[config.mk]
export PLATFORM = sky130hd
export DESIGN_NAME = xc_ctrl_top
export DESIGN_NICKNAME = d
export VERILOG_FILES = /design/src/design/xc_cmd_pkg.sv /design/src/design/xc_cfg_pkg.sv /design/src/design/cmd_wb_slave.sv /design/src/design/cmd_parser.sv /design/src/design/bias_pwm.sv /design/src/design/xc_ctrl_top.sv
export VERILOG_INCLUDE_DIRS = /design/src /design/src/design
export SDC_FILE = /design/constraint.sdc
export NUM_CORES = 1
export LEC_CHECK = 0
export ABC_AREA = 0
export BUFFER_PORTS_ARGS = -buffer_cell sky130_fd_sc_hd__buf_2
export CORE_UTILIZATION = 51
export DETAILED_ROUTE_END_ITERATION = 10
export PLACE_DENSITY = 0.84
export SETUP_SLACK_MARGIN = 0.2
export SLEW_MARGIN = 20
export SYNTH_ARGS = -nofsm -noshare
export SYNTH_HDL_FRONTEND = slang
export SYNTH_SLANG_ARGS = --single-unit
[constraint.sdc]
create_clock -name clk -period 4.65 [get_ports clk]
set_input_delay 0 -clock clk [delete_from_list [all_inputs] [get_ports clk]]
set_output_delay 0 -clock clk [all_outputs]
set_load 0.005 [all_outputs]
[src/design/xc_config.svh]
/*
  Build-time settings for the cross-correlator control block.
  XC_NUM_LINES is legal from 1 to 8; the register map must fit in
  the word address space, so 2 + 2*XC_NUM_LINES words are needed.
  Changing a value here changes every package and module that uses it.
*/
`ifndef XC_CONFIG_SVH
`define XC_CONFIG_SVH

// Number of correlator lines.
`define XC_NUM_LINES 4

// Wishbone word address and data widths.
`define XC_WB_ADDR_W 5
`define XC_WB_DATA_W 32

// Register map. Command and global word, then two words per line.
`define XC_REG_CMD       0
`define XC_REG_LINE_BASE 2

`endif

[src/design/xc_cmd_pkg.sv]
/*
  Host command types and the host bus word types.
  A command is one byte, opcode in the low nibble, argument in the
  high nibble. Opcodes 4 to 7 all mean SET_DELAY, with bits 1:0
  selecting the tap, so only 4 carries a name in the enum.
*/
`include "xc_config.svh"

package xc_cmd_pkg;

	// Host bus word types.
	typedef logic [`XC_WB_ADDR_W-1:0] wb_adr_t;
	typedef logic [`XC_WB_DATA_W-1:0] wb_data_t;

	// One host command byte.
	typedef logic [7:0] cmd_byte_t;

	// Opcode in the low nibble of a command.
	typedef enum logic [3:0] {
		op_clear          = 4'd0,
		op_set_line       = 4'd1,
		op_set_leds       = 4'd2,
		op_set_baud       = 4'd3,
		op_set_delay      = 4'd4,
		op_set_freq_div   = 4'd8,
		op_set_voltage    = 4'd9,
		op_enable_test    = 4'd12,
		op_enable_capture = 4'd13
	} opcode_e;

	// Command from the bus stage to the parser.
	typedef struct packed {
		logic      valid;
		cmd_byte_t data;
	} cmd_t;

	// Opcode field of a command byte.
	function automatic opcode_e cmd_opcode(cmd_byte_t c);
		return opcode_e'(c[3:0]);
	endfunction

	// The whole group 4 to 7 sets a delay tap.
	function automatic logic cmd_is_delay(cmd_byte_t c);
		return c[3:2] == op_set_delay[3:2];
	endfunction

endpackage

[src/design/xc_cfg_pkg.sv]
/*
  Configuration types of the correlator control block.
  line_cfg_t is 40 bits and global_cfg_t is 19 bits; the first field
  of each struct sits in the high bits. The readback words and the
  exported ports both use these layouts, so keep the field order.
*/
`include "xc_config.svh"

package xc_cfg_pkg;

	// One 3-bit delay tap.
	typedef logic [2:0] tap_t;

	// Four delay taps, tap 0 in the low bits.
	typedef logic [11:0] delay_idx_t;

	// Bias voltage code, also the PWM phase scale.
	typedef logic [7:0] bias_t;

	// Test pattern, LED pattern, baud rate and clock divider.
	typedef logic [3:0] nibble_t;

	// Currently selected line.
	typedef logic [7:0] line_sel_t;

	// Settings of one correlator line.
	typedef struct packed {
		delay_idx_t cross_idx;
		delay_idx_t auto_idx;
		bias_t      bias;
		nibble_t    test;
		nibble_t    leds;
	} line_cfg_t;

	// Settings shared by all lines.
	typedef struct packed {
		line_sel_t current_line;
		nibble_t   baud_rate;
		nibble_t   clock_divider;
		logic      integrating;
		logic      external_clock;
		logic      fullwave;
	} global_cfg_t;

	// One entry per line, line 0 in the low bits.
	typedef line_cfg_t [`XC_NUM_LINES-1:0] line_cfg_arr_t;
	typedef bias_t [`XC_NUM_LINES-1:0] bias_arr_t;

endpackage

[src/design/cmd_wb_slave.sv]
/*
  Wishbone classic slave for the control registers.
  Every transfer is acked one cycle after the request, with no wait
  states and no error response. sel is not supported, so only full
  words are meaningful; a write to the command word uses bits 7:0.
  Read data is valid in the ack cycle only.
*/
`timescale 1ns/1ps
`include "xc_config.svh"

module cmd_wb_slave
	import xc_cmd_pkg::*, xc_cfg_pkg::*;
(
	input  logic          clk,
	input  logic          rst,
	input  logic          wb_cyc,
	input  logic          wb_stb,
	input  logic          wb_we,
	input  wb_adr_t       wb_adr,
	input  wb_data_t      wb_dat_w,
	input  global_cfg_t   cfg_global,
	input  line_cfg_arr_t cfg_lines,
	output wb_data_t      wb_dat_r,
	output logic          wb_ack,
	output cmd_t          cmd
);

	// New request, seen while the previous ack is not pending.
	logic req;
	// Write to the command word.
	logic cmd_wr;
	// Readback word for the current address.
	wb_data_t rd_word;
	// Command byte and its strobe.
	logic cmd_valid;
	cmd_byte_t cmd_data;

	assign req = wb_cyc && wb_stb && !wb_ack;
	assign cmd_wr = req && wb_we && (wb_adr == wb_adr_t'(`XC_REG_CMD));

	// Ack and command strobe, both single cycle.
	always_ff @(posedge clk) begin
		if (rst) begin
			wb_ack <= 1'b0;
			cmd_valid <= 1'b0;
		end else begin
			wb_ack <= req;
			cmd_valid <= cmd_wr;
		end
	end

	// Command byte, held until the next command write.
	always_ff @(posedge clk) begin
		if (cmd_wr) begin
			cmd_data <= wb_dat_w[7:0];
		end
	end

	assign cmd = '{valid: cmd_valid, data: cmd_data};

	// Readback decode.
	// Unmapped addresses read as zero.
	always_comb begin
		rd_word = '0;
		if (wb_adr == wb_adr_t'(`XC_REG_CMD)) begin
			rd_word[$bits(global_cfg_t)-1:0] = cfg_global;
		end
		for (int n = 0; n < `XC_NUM_LINES; n++) begin
			// Even word holds the taps.
			if (wb_adr == wb_adr_t'(`XC_REG_LINE_BASE + 2 * n)) begin
				rd_word[11:0] = cfg_lines[n].cross_idx;
				rd_word[23:12] = cfg_lines[n].auto_idx;
			end
			// Odd word holds bias, test and LED pattern.
			if (wb_adr == wb_adr_t'(`XC_REG_LINE_BASE + 2 * n + 1)) begin
				rd_word[7:0] = cfg_lines[n].bias;
				rd_word[11:8] = cfg_lines[n].test;
				rd_word[15:12] = cfg_lines[n].leds;
			end
		end
	end

	// Read data registered on the same edge as ack.
	always_ff @(posedge clk) begin
		if (req && !wb_we) begin
			wb_dat_r <= rd_word;
		end
	end

endmodule

[src/design/cmd_parser.sv]
/*
  Command decoder and settings register file.
  A valid command updates the registers on the next edge. Per-line
  commands act on the current line and are dropped when it is
  XC_NUM_LINES or above. Unknown opcodes are ignored.
  All settings clear to zero on reset.
*/
`timescale 1ns/1ps
`include "xc_config.svh"

module cmd_parser
	import xc_cmd_pkg::*, xc_cfg_pkg::*;
(
	input  logic          clk,
	input  logic          rst,
	input  cmd_t          cmd,
	output global_cfg_t   cfg_global,
	output line_cfg_arr_t cfg_lines
);

	// Current line is a real line.
	logic line_ok;

	assign line_ok = cfg_global.current_line < line_sel_t'(`XC_NUM_LINES);

	// Global settings after command c.
	function automatic global_cfg_t apply_global(global_cfg_t g, cmd_byte_t c);
		global_cfg_t r;
		r = g;
		case (cmd_opcode(c))
			// Bits 7:6 pick which 2-bit slice of the line number.
			op_set_line: begin
				r.current_line[{c[7:6], 1'b0} +: 2] = c[5:4];
			end
			op_set_baud: begin
				r.baud_rate = c[7:4];
			end
			op_set_freq_div: begin
				r.clock_divider = c[7:4];
			end
			op_enable_capture: begin
				r.integrating = c[4];
				r.external_clock = c[5];
				r.fullwave = c[6];
			end
			default: begin
				// Per-line or unused opcode.
			end
		endcase
		return r;
	endfunction

	// Line settings after command c.
	function automatic line_cfg_t apply_line(line_cfg_t e, cmd_byte_t c);
		line_cfg_t r;
		tap_t tap;
		r = e;
		tap = c[6:4];
		if (cmd_is_delay(c)) begin
			// Bits 1:0 pick the tap, bit 7 picks auto over cross.
			if (c[7]) begin
				r.auto_idx[3 * c[1:0] +: 3] = tap;
			end else begin
				r.cross_idx[3 * c[1:0] +: 3] = tap;
			end
		end else begin
			case (cmd_opcode(c))
				// Only the taps, the rest of the line is kept.
				op_clear: begin
					r.cross_idx = '0;
					r.auto_idx = '0;
				end
				op_set_leds: begin
					r.leds = c[7:4];
				end
				// Bias is built two bits at a time.
				op_set_voltage: begin
					r.bias[{c[7:6], 1'b0} +: 2] = c[5:4];
				end
				op_enable_test: begin
					r.test = c[7:4];
				end
				default: begin
					// Global or unused opcode.
				end
			endcase
		end
		return r;
	endfunction

	// Global registers.
	always_ff @(posedge clk) begin
		if (rst) begin
			cfg_global <= '0;
		end else if (cmd.valid) begin
			cfg_global <= apply_global(cfg_global, cmd.data);
		end
	end

	// Line registers.
	// Only the entry that matches the current line is written.
	always_ff @(posedge clk) begin
		if (rst) begin
			cfg_lines <= '0;
		end else if (cmd.valid && line_ok) begin
			for (int n = 0; n < `XC_NUM_LINES; n++) begin
				if (cfg_global.current_line == line_sel_t'(n)) begin
					cfg_lines[n] <= apply_line(cfg_lines[n], cmd.data);
				end
			end
		end
	end

endmodule

[src/design/bias_pwm.sv]
/*
  Bias PWM outputs, one per line.
  The prescaler ticks every clock_divider+1 clocks and each tick steps
  a shared 8-bit phase. An output is high while phase < bias, so bias 0
  is always low and bias 255 is high 255 steps out of 256.
  A new bias or divider takes effect at the next phase step.
*/
`timescale 1ns/1ps
`include "xc_config.svh"

module bias_pwm
	import xc_cfg_pkg::*;
(
	input  logic                     clk,
	input  logic                     rst,
	input  nibble_t                  clock_divider,
	input  bias_arr_t                line_bias,
	output logic [`XC_NUM_LINES-1:0] bias_out
);

	// Prescaler count.
	nibble_t prescale;
	// Phase step strobe.
	logic tick;
	// Shared phase and its value after the step.
	bias_t phase;
	bias_t phase_nxt;

	// Greater-or-equal recovers when the divider drops mid-count.
	assign tick = prescale >= clock_divider;
	// Wraps at 256.
	assign phase_nxt = phase + 1'b1;

	// Prescaler.
	always_ff @(posedge clk) begin
		if (rst) begin
			prescale <= '0;
		end else if (tick) begin
			prescale <= '0;
		end else begin
			prescale <= prescale + 1'b1;
		end
	end

	// Phase counter.
	always_ff @(posedge clk) begin
		if (rst) begin
			phase <= '0;
		end else if (tick) begin
			phase <= phase_nxt;
		end
	end

	// Outputs follow the phase they are compared against.
	always_ff @(posedge clk) begin
		if (rst) begin
			bias_out <= '0;
		end else if (tick) begin
			for (int n = 0; n < `XC_NUM_LINES; n++) begin
				bias_out[n] <= phase_nxt < line_bias[n];
			end
		end
	end

endmodule

[src/design/xc_ctrl_top.sv]
/*
  Control subsystem top level: bus slave, command parser, bias PWM.
  Settings reach the config outputs on the edge after the write ack.
  The line count is set in the config header, not by parameter.
*/
`timescale 1ns/1ps
`include "xc_config.svh"

module xc_ctrl_top
	import xc_cmd_pkg::*, xc_cfg_pkg::*;
(
	input  logic                     clk,
	input  logic                     rst,
	input  logic                     wb_cyc,
	input  logic                     wb_stb,
	input  logic                     wb_we,
	input  wb_adr_t                  wb_adr,
	input  wb_data_t                 wb_dat_w,
	output wb_data_t                 wb_dat_r,
	output logic                     wb_ack,
	output global_cfg_t              cfg_global,
	output line_cfg_arr_t            cfg_lines,
	output logic [`XC_NUM_LINES-1:0] bias_out
);

	// Command from the bus stage.
	cmd_t cmd;
	// Bias field of each line for the PWM.
	bias_arr_t line_bias;

	always_comb begin
		for (int n = 0; n < `XC_NUM_LINES; n++) begin
			line_bias[n] = cfg_lines[n].bias;
		end
	end

	cmd_wb_slave cmd_wb_slave_inst (
		.clk        (clk),
		.rst        (rst),
		.wb_cyc     (wb_cyc),
		.wb_stb     (wb_stb),
		.wb_we      (wb_we),
		.wb_adr     (wb_adr),
		.wb_dat_w   (wb_dat_w),
		.cfg_global (cfg_global),
		.cfg_lines  (cfg_lines),
		.wb_dat_r   (wb_dat_r),
		.wb_ack     (wb_ack),
		.cmd        (cmd)
	);

	cmd_parser cmd_parser_inst (
		.clk        (clk),
		.rst        (rst),
		.cmd        (cmd),
		.cfg_global (cfg_global),
		.cfg_lines  (cfg_lines)
	);

	bias_pwm bias_pwm_inst (
		.clk           (clk),
		.rst           (rst),
		.clock_divider (cfg_global.clock_divider),
		.line_bias     (line_bias),
		.bias_out      (bias_out)
	);

endmodule

* After elaboration in Yosys (flattened, before gate mapping) *
Index checks and enable logic that the tools add are counted.
Widths: inputs -> output; s select.

operators by class
  add/sub/neg operators = 4
  $mul = 1
  $lt $le $gt $ge = 6
  equality and inequality tests = 21
  shift-type cells = 4
  mux-type cells = 35
  bitwise operators = 1
  reductions and logical operators = 37

operators with widths
  cell                     number
  $mux 24                  9
  $bwmux 12                8
  $mux 12                  8
  $reduce_and 4->1         20
  $mux 16                  4
  $bwmux 8                 5
  $neg 4->34               1
  $shift 3x34->12 const A  1
  $shiftx 3x34->12         1
  $lt 8x8->1               4
  $eq 5x3->1 const B       4
  $mux 19                  1
  $eq 4x4->1 const B       4
  $eq 8x2->1 const B       2
  $eq 5x2->1 const B       2
  $eq 5x4->1 const B       2
  $add 8x1->8 const B      1
  $eq 4x2->1 const B       2
  $eq 8x1->1 const B       1
  $logic_not 8->1          1
  $lt 8x3->1 const B       1
  $reduce_and 2->1         4
  $shift 2x5->8 const A    1
  $shiftx 2x5->8           1
  14 further kinds         21

word-level totals
  bits in registers = 229
  input bits = 42
  output and inout bits = 216

* Logic depth before layout (Yosys ltp) *
  depth after elaboration = 10
  mapped depth = 10
  mapped depth without buffers = 9

* Hierarchy *
A second synthesis with hierarchy kept.

unflattened totals
  cells, all modules = 1250
  area total of the unflattened synthesis = 11885.1 µm²

modules (own cells, without submodules)
  module        instances  cells each  area an instance (µm²)
  cmd_parser    1          741         7405.9
  cmd_wb_slave  1          313         2926.6
  bias_pwm      1          196         1552.7

* Least setup slack after synthesis *
Ideal clock, no wire load.

  path type = register -> register
  from = reg bias_pwm_inst.phase[0]
  to = reg bias_pwm_inst.bias_out[2]
  library setup time = 91 ps
  arrival = 2288 ps
  required time = 4559 ps
  slack = 2271 ps
  cell stages (with the launch flop) = 10
  buffers on the path = 0
  period minus slack after synthesis = 2379 ps
  cells stage by stage = dfxtp_1 ha_1 nand3_1 or2_2 xnor2_1 ha_1 a211oi_1 and3_1 o21ai_0 a311oi_1

between the ends
  longest elaborated chain between the ends = 2

RTL lines
  what                            line            RTL
  start: declaration              bias_pwm.sv:26  bias_t phase;
  start signal: assignment        bias_pwm.sv:50  phase <= phase_nxt;
  $add 8x1->8                     bias_pwm.sv:32  assign phase_nxt = phase + 1'b1;
  via bias_pwm_inst.phase_nxt[6]  bias_pwm.sv:27  bias_t phase_nxt;
  $lt 8x8->1                      bias_pwm.sv:60  bias_out[n] <= phase_nxt < line_bias[n];
  end signal: indexed assignment  bias_pwm.sv:60
  end: declaration                bias_pwm.sv:18  output logic [`XC_NUM_LINES-1:0] bias_out

The timed path passes the listed nets, and every way through them passes these cells.
A chain may end at the register's enable or synchronous reset.

* Worst setup path in the final report *
  from = reg bias_pwm_inst.phase[0]
  to = reg bias_pwm_inst.bias_out[0]

The elaborated chain is that of the path after synthesis.

==> run_results.csv <==
group,metric,value,unit
outcome,status,"finished, final reports clean",
routing,ant_nets,0,
synthesis,netlist_instances,1240,
finish,seqCellArea,0.00490,mm^2
power_and_ir_drop,ir_worst_vdd,0.000222,V
sta,max-slew-margin-rel,0.199,
synthesis,synth_xor_area_frac,0.00600,
sta,setup_tns,0,ns
synthesis,synth_top_area_share,0.338,
grt,grt_pass1_vias,10200,
synthesis,syn_area,0.0117,mm^2
synthesis,synth_ff_type,"dfxtp_1",
grt,antenna_found_initial,1,
cts,insertion_delay,0.53,ns
place,dp_hpwl,28700,um
sta,fin_crit_sh,0.629,
cts,post_cts_buffers,0,
floorplanning,die_h,153,um
cts,cts_sinks,229,
worst_setup_path,cp-start-kind,"flip-flop",
synthesis,ys_seq_elements,229,
place,place_congestion,0.976,
worst_setup_path,crit_fanout,8,
routing,dr_wl_met2,17100,um
synthesis,synth_area_leaders,"dfxtp_1, mux2i_1, edfxtp_1",
finish,drive_gt1_frac,0.213,
floorplanning,start_util,0.527,
finish,multi_input_area,0.00630,mm^2
synthesis,synth_edf_count,32,
worst_setup_path,arrival,3.35,ns
finish,syn_to_final_growth,18.2,%
floorplanning,rows,54,
hold_path,hold-path-cell-count,4,
cts,cts_tree,"done",
synthesis,yosysTopAreaCell,"dfxtp_1",
worst_setup_path,end_kind,"flip-flop",
worst_setup_path,reg2reg_to,"bias_pwm_inst.bias_out[0]",
floorplanning,die_width,153,um
worst_setup_path,reg2regPathDepth,9,
sta,finalHoldViolCount,0,
routing,wl_met3,4740,um
power_and_ir_drop,totalPowerFinal,4.19,mW
synthesis,ys_seq_area_frac,0.420,
sta,worst_slew_pin_slew,1.20,ns
finish,nNetsFinal,1525,
cts,root_buffer,"clkbuf_16",
finish,fillers,1862,
power_and_ir_drop,power.share.clock,0.466,
hold_path,hold_end,"cmd_wb_slave_inst.cmd_data[4]",
worst_setup_path,critPathMostFrequentCell,"ha_1",
routing,dr.pass1.iters,6,
hold_path,min_from,"wb_we",
power_and_ir_drop,p_sw_frac,0.221,
routing,wl,39500,um
worst_setup_path,critical_path.cell_chain,"ha_1 -> nand3_1 -> or2_2 -> xnor2_1 -> ha_1 -> a211oi_1 -> and3_1 -> o21ai_0 -> a311oi_1",
power_and_ir_drop,p_leak,5.80,nW
sta,max_freq,342,MHz
sta,rsz0062_at_grt,"false",
sta,slew_violations,0,
floorplanning,io_pins,258,
worst_setup_path,critPathRequiredTime,5.07,ns
power_and_ir_drop,p_sw,0.927,mW
grt,grt_start_max_net_pins,126,
worst_setup_path,slowest_delay,0.52,ns
power_and_ir_drop,combPwrFrac,0.051,
floorplanning,core_area,0.0222,mm^2
grt,grt_pass1_wl,59400,um
synthesis,synth.distinct_cells,69,
place,placement.io_buffers,225,
cts,clk_transition_reported_paths,0.06,ns
worst_setup_path,cpMaxStageDelayCell,"dfxtp_1",
finish,diodes,0,
routing,top_layer,"met4",
routing,wl_per_cell,22.8,um
grt,grt_overflow,0,
finish,most-common-layout-cells,"buf_2, dfxtp_1, nand2b_1",
cts,holdBufCountCts,10,
job,drv_cap,0,
synthesis,synthMuxAreaShare,0.128,
floorplanning,die_area,0.0235,mm^2
worst_setup_path,criticalPathCategory,"flip-flop to flip-flop",
synthesis,yosys_warnings,0,
routing,vias,10800,
synthesis,synth_top_family_by_area,"simple AND/OR/NAND/NOR gates",
synthesis,synth-simple-area-share,0.221,
cts,cts-resized-gates,0,
worst_setup_path,rrSetupSlack,1.73,ns
power_and_ir_drop,powerDensity,304,mW/mm^2
hold_path,hold_class,"input pin to flip-flop",
finish,final_common_cell,"buf_2",
cts,cts.path.max_buffers,3,
power_and_ir_drop,p_int,3.27,mW
sta,min_period,2.92,ns
power_and_ir_drop,seqPwrFrac,0.483,
synthesis,synthAdderAreaFrac,0.0482,
grt,grtUsageTotal,0.328,
cts,htreeDepth,1,
synthesis,synth_area_per_cell,9.41,um^2
routing,route.detailed.drc,0,
worst_setup_path,rr_startpoint,"bias_pwm_inst.phase[0]",
sta,fin_worst_skew,0.0149,ns
synthesis,async_flop_share,0,
routing,drtIter0Drc,1385,
cts,cts_buffers,24,
routing,met1_length,15500,um
routing,viasPerCell,6.22,
synthesis,synth_compound_area_frac,0.133,
sta,setup_viol,0,
routing by layer:
layer,track usage,up-vias
met3,0.0817,148
met1,0.427,5076
li1,-,4824
met5,0,-
met2,0.494,742
met4,0.190,0
critical path, delay by kind of cell (launching register included):
family          cells  cell delay, ns
simple gates        3            0.70
compound gates      3            0.56
xor+xnor            1            0.40
fa+ha+maj           2            0.63
flops               1            0.52
synthesized netlist by cell type (all sizes together) (15+ instances only):
| master | count |
|---|---|
| dfxtp | 197 |
| nand2b | 143 |
| mux2i | 138 |
| nor2 | 84 |
| nand2 | 62 |
| a21oi | 54 |
| o21ai | 51 |
| clkbuf | 48 |
| ha | 45 |
| inv | 39 |
| edfxtp | 32 |
| buf | 31 |
| nor3 | 26 |
| nor2b | 25 |
| a22oi | 23 |
| nand4 | 21 |
| a31oi | 17 |
| nand3 | 17 |
| nand3b | 16 |
| a22o | 15 |
state kept, by name, indices dropped and copies added (netlist names):
| name | cells |
|---|---|
| cmd_parser_inst.cfg_lines | 160 |
| cmd_wb_slave_inst.wb_dat_r | 24 |
| cmd_parser_inst.cfg_global | 19 |
| bias_pwm_inst.phase | 8 |
| cmd_wb_slave_inst.cmd_data | 8 |
| bias_pwm_inst.bias_out | 4 |
| bias_pwm_inst.prescale | 4 |
| cmd_wb_slave_inst.cmd_valid | 1 |
| cmd_wb_slave_inst.wb_ack | 1 |
cells by family (layout without fill, tap and decap cells):
kind of cell	Yosys count	in the layout
buf+inv	118	325
fa+ha+maj	45	45
flops	229	229
xor+xnor	8	8
other cells	1	8
mux	148	148
compound gates	236	236
simple gates	455	455
stage by stage:
stage,setup slack [ns],cell area (um^2),hold slack (ns),cells,utilization
4_1_cts,1.75,13800,0.0128,1734,0.622
3_5_place_dp,1.78,12900,0.182,1682,0.582
2_1_floorplan,2.27,11700,0.0989,1247,-
3_3_place_gp,1.80,12900,0.179,1682,0.582
5_1_grt,1.57,13800,0.0334,1734,0.622
6_report,1.73,13800,0.0196,1734,0.622
cell type report:
cell class	count	share of cell area
Clock buffer	38	0.0548
Clock inverter	4	0.00317
Inverter	39	0.0106
Multi-Input combinational cell	900	0.457
Sequential cell	229	0.356
Tap cell	280	0.0254
Timing Repair Buffer	244	0.0940
power by group through the flow:
stage | registers, mW | logic (mW) | clock network (mW)
finish | 2.03 | 0.215 | 1.95
floorplan | 2.07 | 0.142 | 0
global route | 2.03 | 0.230 | 2.03
global placement | 2.07 | 0.196 | 0
detailed placement | 2.07 | 0.201 | 0
CTS | 2.03 | 0.209 | 1.96
worst max path at each step:
stage | from | end | slack, ns | cells after the start
after floorplan | bias_pwm_inst.phase[0] | bias_pwm_inst.bias_out[2] | 2.27 | 9
after global placement | bias_pwm_inst.phase[0] | bias_pwm_inst.bias_out[2] | 1.80 | 9
after detailed placement | bias_pwm_inst.phase[0] | bias_pwm_inst.bias_out[0] | 1.78 | 9
after CTS | bias_pwm_inst.phase[0] | bias_pwm_inst.bias_out[0] | 1.75 | 9
after global routing | bias_pwm_inst.phase[0] | bias_pwm_inst.bias_out[0] | 1.57 | 9
final | bias_pwm_inst.phase[0] | bias_pwm_inst.bias_out[0] | 1.73 | 9
Power figures use the tool's default switching activity.
